### src/turf_ctrl_cfg.svh
`ifndef TURF_CTRL_CFG_SVH
`define TURF_CTRL_CFG_SVH

// Register bus geometry
`define TURF_ADDR_W         16
`define TURF_DATA_W         32
`define TURF_SLV_ADDR_W     12

// Values of address bits 15..12
`define TURF_SEL_ID         4'h0
`define TURF_SEL_TIME       4'h1

// Identity words
`define TURF_IDENT          32'h54555246
`define TURF_VER_MAJOR      4'd0
`define TURF_VER_MINOR      4'd8
`define TURF_VER_REV        8'd14
`define TURF_FW_DATE        15'h2A3C
// Top bit stays 0 for revision A boards
`define TURF_DATEVERSION    {1'b0, `TURF_FW_DATE, `TURF_VER_MAJOR, `TURF_VER_MINOR, `TURF_VER_REV}

// ID space offsets
`define TURF_REG_IDENT      12'h000
`define TURF_REG_DATEVER    12'h004
`define TURF_REG_SCRATCH    12'h008
`define TURF_REG_GPOCTL     12'h00C

// Time space offsets
`define TURF_REG_CURSEC     12'h000
`define TURF_REG_CURTIME    12'h004
`define TURF_REG_LASTPPS    12'h008

`define TURF_UNMAPPED_DATA  32'hDEADBEEF
`define TURF_GPO_SEL_W      3

`endif

### src/turf_ctrl_pkg.sv
`default_nettype none
`include "turf_ctrl_cfg.svh"

package turf_ctrl_pkg;

    // Request from the register master, full byte address
    typedef struct packed {
        logic                    cyc;
        logic                    stb;
        logic                    we;
        logic [`TURF_ADDR_W-1:0] adr;
        logic [`TURF_DATA_W-1:0] dat;
    } wb_req_t;

    // Request as seen by one register space
    typedef struct packed {
        logic                        cyc;
        logic                        stb;
        logic                        we;
        logic [`TURF_SLV_ADDR_W-1:0] adr;
        logic [`TURF_DATA_W-1:0]     dat;
    } wb_slv_req_t;

    // Response, read data valid with ack or err
    typedef struct packed {
        logic                    ack;
        logic                    err;
        logic [`TURF_DATA_W-1:0] dat;
    } wb_rsp_t;

    // General-purpose output control, en sits above sel
    typedef struct packed {
        logic                       en;
        logic [`TURF_GPO_SEL_W-1:0] sel;
    } gpo_ctrl_t;

    // TOUT sources, anything above these drives 0
    typedef enum logic [`TURF_GPO_SEL_W-1:0] {
        GPO_SRC_PPS  = 3'd0,
        GPO_SRC_SEC  = 3'd1,
        GPO_SRC_TIN0 = 3'd2,
        GPO_SRC_TIN1 = 3'd3
    } gpo_src_e;

endpackage

`default_nettype wire

### src/turf_wb_intercon.sv
`timescale 1ns/100ps
`default_nettype none
`include "turf_ctrl_cfg.svh"

module turf_wb_intercon (
    input  wire logic                       ps_clk,
    input  wire logic                       reset_i,
    input  wire turf_ctrl_pkg::wb_req_t     m_req_i,
    output turf_ctrl_pkg::wb_rsp_t          m_rsp_o,
    output turf_ctrl_pkg::wb_slv_req_t      id_req_o,
    output turf_ctrl_pkg::wb_slv_req_t      time_req_o,
    input  wire turf_ctrl_pkg::wb_rsp_t     id_rsp_i,
    input  wire turf_ctrl_pkg::wb_rsp_t     time_rsp_i
);

    import turf_ctrl_pkg::*;

    logic [`TURF_ADDR_W-`TURF_SLV_ADDR_W-1:0] slv_sel;
    logic                                     sel_id;
    logic                                     sel_time;
    logic                                     unm_stb;
    logic                                     unm_err_q;
    logic                                     unm_done_q;
    wb_rsp_t                                  slv_rsp;
    logic                                     rsp_ack_q;
    logic                                     rsp_err_q;
    logic [`TURF_DATA_W-1:0]                  rsp_dat_q;

    // Upper address bits pick the register space
    assign slv_sel  = m_req_i.adr[`TURF_ADDR_W-1:`TURF_SLV_ADDR_W];
    assign sel_id   = (slv_sel == `TURF_SEL_ID);
    assign sel_time = (slv_sel == `TURF_SEL_TIME);
    assign unm_stb  = m_req_i.cyc & m_req_i.stb & ~sel_id & ~sel_time;

    // Only the selected space ever sees stb
    assign id_req_o = '{cyc: m_req_i.cyc,
                        stb: m_req_i.stb & sel_id,
                        we:  m_req_i.we,
                        adr: m_req_i.adr[`TURF_SLV_ADDR_W-1:0],
                        dat: m_req_i.dat};

    assign time_req_o = '{cyc: m_req_i.cyc,
                          stb: m_req_i.stb & sel_time,
                          we:  m_req_i.we,
                          adr: m_req_i.adr[`TURF_SLV_ADDR_W-1:0],
                          dat: m_req_i.dat};

    // Unmapped requests get one err, with the same timing as a slave ack
    always_ff @(posedge ps_clk) begin
        if (reset_i) begin
            unm_err_q  <= 1'b0;
            unm_done_q <= 1'b0;
        end else begin
            unm_err_q  <= unm_stb & ~unm_done_q;
            unm_done_q <= unm_stb;
        end
    end

    always_comb begin
        if (sel_id) begin
            slv_rsp = id_rsp_i;
        end else if (sel_time) begin
            slv_rsp = time_rsp_i;
        end else begin
            slv_rsp.ack = 1'b0;
            slv_rsp.err = unm_err_q;
            slv_rsp.dat = `TURF_UNMAPPED_DATA;
        end
    end

    // Response register toward the master
    always_ff @(posedge ps_clk) begin
        if (reset_i) begin
            rsp_ack_q <= 1'b0;
            rsp_err_q <= 1'b0;
        end else begin
            rsp_ack_q <= slv_rsp.ack;
            rsp_err_q <= slv_rsp.err;
        end
    end

    always_ff @(posedge ps_clk) begin
        rsp_dat_q <= slv_rsp.dat;
    end

    assign m_rsp_o = '{ack: rsp_ack_q, err: rsp_err_q, dat: rsp_dat_q};

endmodule

`default_nettype wire

### src/turf_id_ctrl.sv
`timescale 1ns/100ps
`default_nettype none
`include "turf_ctrl_cfg.svh"

module turf_id_ctrl (
    input  wire logic                       ps_clk,
    input  wire logic                       reset_i,
    input  wire turf_ctrl_pkg::wb_slv_req_t wb_req_i,
    output turf_ctrl_pkg::wb_rsp_t          wb_rsp_o,
    output turf_ctrl_pkg::gpo_ctrl_t        gpo_ctrl_o
);

    import turf_ctrl_pkg::*;

    localparam int GPO_W = $bits(gpo_ctrl_t);

    logic                    access;
    logic                    ack_q;
    logic                    done_q;
    logic [`TURF_DATA_W-1:0] rd_dat;
    logic [`TURF_DATA_W-1:0] rd_dat_q;
    logic [`TURF_DATA_W-1:0] scratch_q;
    gpo_ctrl_t               gpo_ctrl_q;

    // First cycle of a request, done_q holds off repeats until stb drops
    assign access = wb_req_i.cyc & wb_req_i.stb & ~done_q;

    always_ff @(posedge ps_clk) begin
        if (reset_i) begin
            ack_q  <= 1'b0;
            done_q <= 1'b0;
        end else begin
            ack_q  <= access;
            done_q <= wb_req_i.cyc & wb_req_i.stb;
        end
    end

    //////////////////////////////////////////////////////////////////////
    // Writable registers
    //////////////////////////////////////////////////////////////////////

    always_ff @(posedge ps_clk) begin
        if (reset_i) begin
            scratch_q  <= '0;
            gpo_ctrl_q <= '0;
        end else if (access && wb_req_i.we) begin
            if (wb_req_i.adr == `TURF_REG_SCRATCH) begin
                scratch_q <= wb_req_i.dat;
            end
            if (wb_req_i.adr == `TURF_REG_GPOCTL) begin
                gpo_ctrl_q <= gpo_ctrl_t'(wb_req_i.dat[GPO_W-1:0]);
            end
        end
    end

    // Read decode, holes read as zero
    always_comb begin
        rd_dat = '0;
        case (wb_req_i.adr)
            `TURF_REG_IDENT:   rd_dat = `TURF_IDENT;
            `TURF_REG_DATEVER: rd_dat = `TURF_DATEVERSION;
            `TURF_REG_SCRATCH: rd_dat = scratch_q;
            `TURF_REG_GPOCTL:  rd_dat[GPO_W-1:0] = gpo_ctrl_q;
            default:           rd_dat = '0;
        endcase
    end

    always_ff @(posedge ps_clk) begin
        if (access) begin
            rd_dat_q <= rd_dat;
        end
    end

    assign wb_rsp_o   = '{ack: ack_q, err: 1'b0, dat: rd_dat_q};
    assign gpo_ctrl_o = gpo_ctrl_q;

endmodule

`default_nettype wire

### src/pps_timekeeper.sv
`timescale 1ns/100ps
`default_nettype none
`include "turf_ctrl_cfg.svh"

module pps_timekeeper (
    input  wire logic                       ps_clk,
    input  wire logic                       reset_i,
    input  wire turf_ctrl_pkg::wb_slv_req_t wb_req_i,
    output turf_ctrl_pkg::wb_rsp_t          wb_rsp_o,
    input  wire logic                       pps_i,
    output logic                            pps_pulse_o,
    output logic                            sec_lsb_o
);

    import turf_ctrl_pkg::*;

    logic                    pps_s1_q;
    logic                    pps_s2_q;
    logic                    pps_s3_q;
    logic                    pulse_q;
    logic                    access;
    logic                    wr_cursec;
    logic                    ack_q;
    logic                    done_q;
    logic [`TURF_DATA_W-1:0] cur_sec_q;
    logic [`TURF_DATA_W-1:0] cur_time_q;
    logic [`TURF_DATA_W-1:0] last_pps_q;
    logic [`TURF_DATA_W-1:0] rd_dat;
    logic [`TURF_DATA_W-1:0] rd_dat_q;

    //////////////////////////////////////////////////////////////////////
    // PPS input synchronizer and rising edge
    //////////////////////////////////////////////////////////////////////

    always_ff @(posedge ps_clk) begin
        if (reset_i) begin
            pps_s1_q <= 1'b0;
            pps_s2_q <= 1'b0;
            pps_s3_q <= 1'b0;
            pulse_q  <= 1'b0;
        end else begin
            pps_s1_q <= pps_i;
            pps_s2_q <= pps_s1_q;
            pps_s3_q <= pps_s2_q;
            pulse_q  <= pps_s2_q & ~pps_s3_q;
        end
    end

    // Bus handshake, one ack per request
    assign access    = wb_req_i.cyc & wb_req_i.stb & ~done_q;
    assign wr_cursec = access & wb_req_i.we & (wb_req_i.adr == `TURF_REG_CURSEC);

    always_ff @(posedge ps_clk) begin
        if (reset_i) begin
            ack_q  <= 1'b0;
            done_q <= 1'b0;
        end else begin
            ack_q  <= access;
            done_q <= wb_req_i.cyc & wb_req_i.stb;
        end
    end

    //////////////////////////////////////////////////////////////////////
    // Seconds and tick counters
    //////////////////////////////////////////////////////////////////////

    always_ff @(posedge ps_clk) begin
        if (reset_i) begin
            cur_sec_q  <= '0;
            cur_time_q <= '0;
            last_pps_q <= '0;
        end else begin
            // A load that lands on a PPS still counts that edge
            if (wr_cursec) begin
                cur_sec_q <= wb_req_i.dat + {{(`TURF_DATA_W-1){1'b0}}, pulse_q};
            end else if (pulse_q) begin
                cur_sec_q <= cur_sec_q + 1'b1;
            end
            if (pulse_q) begin
                last_pps_q <= cur_time_q + 1'b1;
                cur_time_q <= '0;
            end else begin
                cur_time_q <= cur_time_q + 1'b1;
            end
        end
    end

    always_comb begin
        case (wb_req_i.adr)
            `TURF_REG_CURSEC:  rd_dat = cur_sec_q;
            `TURF_REG_CURTIME: rd_dat = cur_time_q;
            `TURF_REG_LASTPPS: rd_dat = last_pps_q;
            default:           rd_dat = '0;
        endcase
    end

    always_ff @(posedge ps_clk) begin
        if (access) begin
            rd_dat_q <= rd_dat;
        end
    end

    assign wb_rsp_o    = '{ack: ack_q, err: 1'b0, dat: rd_dat_q};
    assign pps_pulse_o = pulse_q;
    assign sec_lsb_o   = cur_sec_q[0];

endmodule

`default_nettype wire

### src/turf_gpo_mux.sv
`timescale 1ns/100ps
`default_nettype none

module turf_gpo_mux (
    input  wire logic                     ps_clk,
    input  wire logic                     reset_i,
    input  wire turf_ctrl_pkg::gpo_ctrl_t gpo_ctrl_i,
    input  wire logic                     pps_pulse_i,
    input  wire logic                     sec_lsb_i,
    input  wire logic [1:0]               tin_i,
    output logic                          gpo_o
);

    import turf_ctrl_pkg::*;

    logic src;

    // Source pick, unused selects give a quiet pin
    always_comb begin
        case (gpo_ctrl_i.sel)
            GPO_SRC_PPS:  src = pps_pulse_i;
            GPO_SRC_SEC:  src = sec_lsb_i;
            GPO_SRC_TIN0: src = tin_i[0];
            GPO_SRC_TIN1: src = tin_i[1];
            default:      src = 1'b0;
        endcase
    end

    // Output flop, held low while disabled
    always_ff @(posedge ps_clk) begin
        if (reset_i) begin
            gpo_o <= 1'b0;
        end else begin
            gpo_o <= gpo_ctrl_i.en & src;
        end
    end

endmodule

`default_nettype wire

### src/turf_ctrl_top.sv
`timescale 1ns/100ps
`default_nettype none

module turf_ctrl_top (
    input  wire logic                    ps_clk,
    input  wire logic                    reset_i,
    input  wire turf_ctrl_pkg::wb_req_t  bus_req_i,
    output turf_ctrl_pkg::wb_rsp_t       bus_rsp_o,
    input  wire logic                    pps_i,
    input  wire logic [1:0]              tin_i,
    output logic                         tout_o
);

    import turf_ctrl_pkg::*;

    wb_slv_req_t id_req;
    wb_slv_req_t time_req;
    wb_rsp_t     id_rsp;
    wb_rsp_t     time_rsp;
    gpo_ctrl_t   gpo_ctrl;
    logic        pps_pulse;
    logic        sec_lsb;

    //////////////////////////////////////////////////////////////////////
    // Register interconnect
    //////////////////////////////////////////////////////////////////////

    turf_wb_intercon u_intercon (
        .ps_clk     (ps_clk),
        .reset_i    (reset_i),
        .m_req_i    (bus_req_i),
        .m_rsp_o    (bus_rsp_o),
        .id_req_o   (id_req),
        .time_req_o (time_req),
        .id_rsp_i   (id_rsp),
        .time_rsp_i (time_rsp)
    );

    //////////////////////////////////////////////////////////////////////
    // Register spaces
    //////////////////////////////////////////////////////////////////////

    turf_id_ctrl u_idctrl (
        .ps_clk     (ps_clk),
        .reset_i    (reset_i),
        .wb_req_i   (id_req),
        .wb_rsp_o   (id_rsp),
        .gpo_ctrl_o (gpo_ctrl)
    );

    pps_timekeeper u_time (
        .ps_clk      (ps_clk),
        .reset_i     (reset_i),
        .wb_req_i    (time_req),
        .wb_rsp_o    (time_rsp),
        .pps_i       (pps_i),
        .pps_pulse_o (pps_pulse),
        .sec_lsb_o   (sec_lsb)
    );

    // TOUT pin driver
    turf_gpo_mux u_mux (
        .ps_clk      (ps_clk),
        .reset_i     (reset_i),
        .gpo_ctrl_i  (gpo_ctrl),
        .pps_pulse_i (pps_pulse),
        .sec_lsb_i   (sec_lsb),
        .tin_i       (tin_i),
        .gpo_o       (tout_o)
    );

endmodule

`default_nettype wire

### config.mk
export PLATFORM = sky130hd
export DESIGN_NAME = turf_ctrl_top
export DESIGN_NICKNAME = d
export VERILOG_FILES = /design/src/turf_ctrl_pkg.sv /design/src/turf_wb_intercon.sv /design/src/turf_id_ctrl.sv /design/src/pps_timekeeper.sv /design/src/turf_gpo_mux.sv /design/src/turf_ctrl_top.sv
export VERILOG_INCLUDE_DIRS = /design/src
export SDC_FILE = /design/constraint.sdc
export NUM_CORES = 1
export LEC_CHECK = 0
export BUFFER_PORTS_ARGS = -buffer_cell sky130_fd_sc_hd__buf_2
export CAP_MARGIN = 20
export CORE_MARGIN = 2
export CORE_UTILIZATION = 40
export CTS_CLUSTER_SIZE = 25
export DETAILED_ROUTE_END_ITERATION = 10
export HOLD_SLACK_MARGIN = 0.03
export PLACE_DENSITY = 0.55
export SETUP_SLACK_MARGIN = 0.15
export SLEW_MARGIN = 5
export SYNTH_ARGS = -nofsm -noshare
export SYNTH_HDL_FRONTEND = slang
export SYNTH_SLANG_ARGS = --single-unit
### constraint.sdc
create_clock -name ps_clk -period 3.2 [get_ports ps_clk]
set_input_delay 0.16 -clock ps_clk [delete_from_list [all_inputs] [get_ports ps_clk]]
set_output_delay 0.16 -clock ps_clk [all_outputs]
set_load 0.01 [all_outputs]
==> results.md <==
* Synth warn at 0
* Peak Freq at 436 MHz
* Worst-path clk slew at 0.06 ns
* Seq cells post-synth at 241
* Sw Ratio at 0.225
* RSZ-0062 raised after global routing: false
* Mapped Area at 0.0106 sq mm
* Yosys top cell area share at 0.333
* Finished layout cell area at 0.0126 sq mm
* Hold Crit Class: in -> reg
* H-tree levels at 1
* P_sw at 0.00146 W
* Starting Density at 0.408
* Power per cell area at 515 mW/mm^2
* Vias/cell at 5.27
* Tot GR Track Use at 0.210
* DRC at 0
* Maximum number of pins on one net before global-route repair at 45
* DRT Pass-1 Iters at 5
* Later-pin clock latency in the skew report at 0.53 ns
* Most common cell after layout, fill and taps aside: nor2_1
* Critical setup path kind: reg -> reg
* Slowest stage cell on the critical path: or4_1
* Global-route wire length before repair at 46.8 mm
* Nets at 1,303
* Gpl congestion at 0.874
* Worst-path cell chain: and4_1 -> nand3_1 -> or4_1 -> or3_1 -> a311oi_1
* Post-CTS Setup Bufs at 0
* Worst Clk Skew at 0.00895 ns
* Clock tree root driver cell: clkbuf_16
* Syn Nets at 1,204
* Boundary Pins at 91
* Synth area leaders: dfxtp_1, edfxtp_1, mux2i_1
* Final Setup Violations at 0
* Internal at 0.00503 W
* Slack of the critical path at 0.908 ns
* Initial antenna violation count at 0
* Synthesized area per cell at 9.29 sq um
* Post-layout power at 0.00649 W
* Die ar. at 0.0279 sq mm
* Antenna viol nets, final at 0
* Clock power share at 0.459
* Status: complete, no violations
* Combinational power share at 0.053
* Post-route core utilization at 0.483
* TritonCTS Buffers at 26
* Post-DP Area at 0.0114 sq mm
* Site row count at 59
* Critical Path AT at 2.74 ns
* Commonest non-fill, non-tap cells in the layout: nor2_1, dfxtp_1, nand2_1
* CP Data Required Time at 3.64 ns
* Final slew viol count at 0
* Max FO, Critical Path at 11
* Seq/Total Area, Yosys at 0.514
* Slew @ Worst Pin at 0.988 ns
* Max_cap viols at 0
* Flop pwr share at 0.488
* Die width at 167 microns
* Setup TNS at 0 ns
* Final period utilization at 0.716
* Critical Path Source Type: register
* Largest incremental delay on the critical path at 0.59 ns
* Drt first-iter violations at 576
* Total grt overflow at 0
* WL/cell at 18.3 microns
* Setup WS pre-CTS at 0.930 ns
* Via count at 8,421
* CTS tree: built
* Relative slew slack at 0.337
* Clk sink count at 241
* Die height at 167 microns
* Yosys top cell by area: dfxtp_1
* Layout area overhead at 18.5%
* Synth cell types at 42
* Crit. End Element: register
* PortBufs at 90
* Vias in the first global route at 8,173
* Core Box Area at 0.0261 sq mm
* P_leak at 4.37 nW
* Final Hold Fails at 0
* WL final at 29.3 mm
* ANT cells at 0
* Fraction of layout cells with a size suffix above 1 at 0.130
* Fin crit period at 2.29 ns
* Detailed Place HPWL at 20.1 mm
* CTS Buffer Depth at 3
* Syn Inst Count at 1,144
* Worst vdd ir at 0.429 mV
==> state kept, by name, indices dropped and copies added, names as in the netlist, 4 cells and up <==
register              flops
u_idctrl.gpo_ctrl_o       4
u_idctrl.rd_dat_q        32
u_idctrl.scratch_q       32
u_intercon.rsp_dat_q     32
u_time.cur_sec_q         32
u_time.cur_time_q        32
u_time.last_pps_q        32
u_time.rd_dat_q          32
==> critical path: cells and delay by family, from the launching register on <==
| kind | cells | cell delay [ns] |
|---|---|---|
| AO/OA/AOI/OAI | 1 | 0.25 |
| flip-flops | 1 | 0.42 |
| AND/OR/NAND/NOR | 4 | 1.53 |
==> power groups by stage <==
stage | Clock (W) | Sequential [W] | Combinational (W)
after floorplan | 0 | 0.00323 | 0.000167
after global placement | 0 | 0.00323 | 0.000309
after detailed placement | 0 | 0.00323 | 0.000308
after CTS | 0.00303 | 0.00316 | 0.000345
after global routing | 0.00315 | 0.00317 | 0.000374
final | 0.00298 | 0.00316 | 0.000346
==> layer usage <==
metal	part of all wire	routed length (microns)	global-route usage	vias to the layer above
li1	-	-	-	4188
met1	0.49	14300	0.306	3977
met2	0.44	13000	0.328	208
met3	0.046	1340	0.0276	48
met4	0.020	590	0.0536	0
met5	0	0	0	-
==> layout make-up <==
class,instances,area (sq um)
clock inverter,11,106
sequential,241,5470
timing repair buffer,147,986
inverter,30,113
multi-input combinational,797,4770
clock buffer,37,733
tap,335,419
fill,2481,13500
==> Yosys cell counts, drive strengths merged <==
master and instances:
nand4 25, dfxtp 177, and2 3, clkbuf 55
nor3b 1, or4 4, a21oi 85, nand3b 1
a31oi 1, and3 27, or2 1, nor4 25
edfxtp 64, o22ai 15, nor3 25, a211oi 46
mux2i 74, buf 21, xor2 33, mux4 1
nand2 119, inv 30, xnor2 52, and4 10
nor2b 5, nand3 41, a311oi 2, o21ai 2
nor2 180, o31a 3, or3 8, nand2b 4
ha 4
==> timing repair <==
item	4_1_cts	5_1_grt
resized for setup	0	0
endpoints found under the hold margin	48	0
hold buffers	37	0
==> through the flow <==
step,hold WS (ns),instances
finish,0.0347,1598
floorplan,0.239,1144
detailed placement,0.373,1513
global route,0.0719,1598
CTS,0.0412,1598
global placement,0.365,1513
==> final timing paths <==
check / start / to / slack [ns] / cells past startpoint
hold reg to reg: u_time.pps_s3_q$_SDFF_PP0_ / u_time.pps_pulse_o$_SDFF_PP0_ / 0.38 / 1
setup / recovery: u_time.cur_time_q[15]$_SDFF_PP0_ / u_time.last_pps_q[31]$_SDFFE_PP0P_ / 0.91 / 5
hold / removal: bus_req_i[44] / u_intercon.rsp_ack_q$_SDFF_PP0_ / 0.03 / 3
setup reg to reg: u_time.cur_time_q[15]$_SDFF_PP0_ / u_time.last_pps_q[31]$_SDFFE_PP0P_ / 0.91 / 5
==> logic make-up (layout without fill, tap and decap cells) <==
group,after synthesis,count (layout),synth area share
buffers and inverters,106,225,0.0402
muxes,75,75,0.0718
adders and majority gates,4,4,0.00471
DFF,241,241,0.514
and+or+nand+nor,479,479,0.212
AOI/OAI and AO/OA,154,154,0.0870
xor gates and xnor gates,85,85,0.0700
No activity file was read; power rests on OpenSTA's default activity.
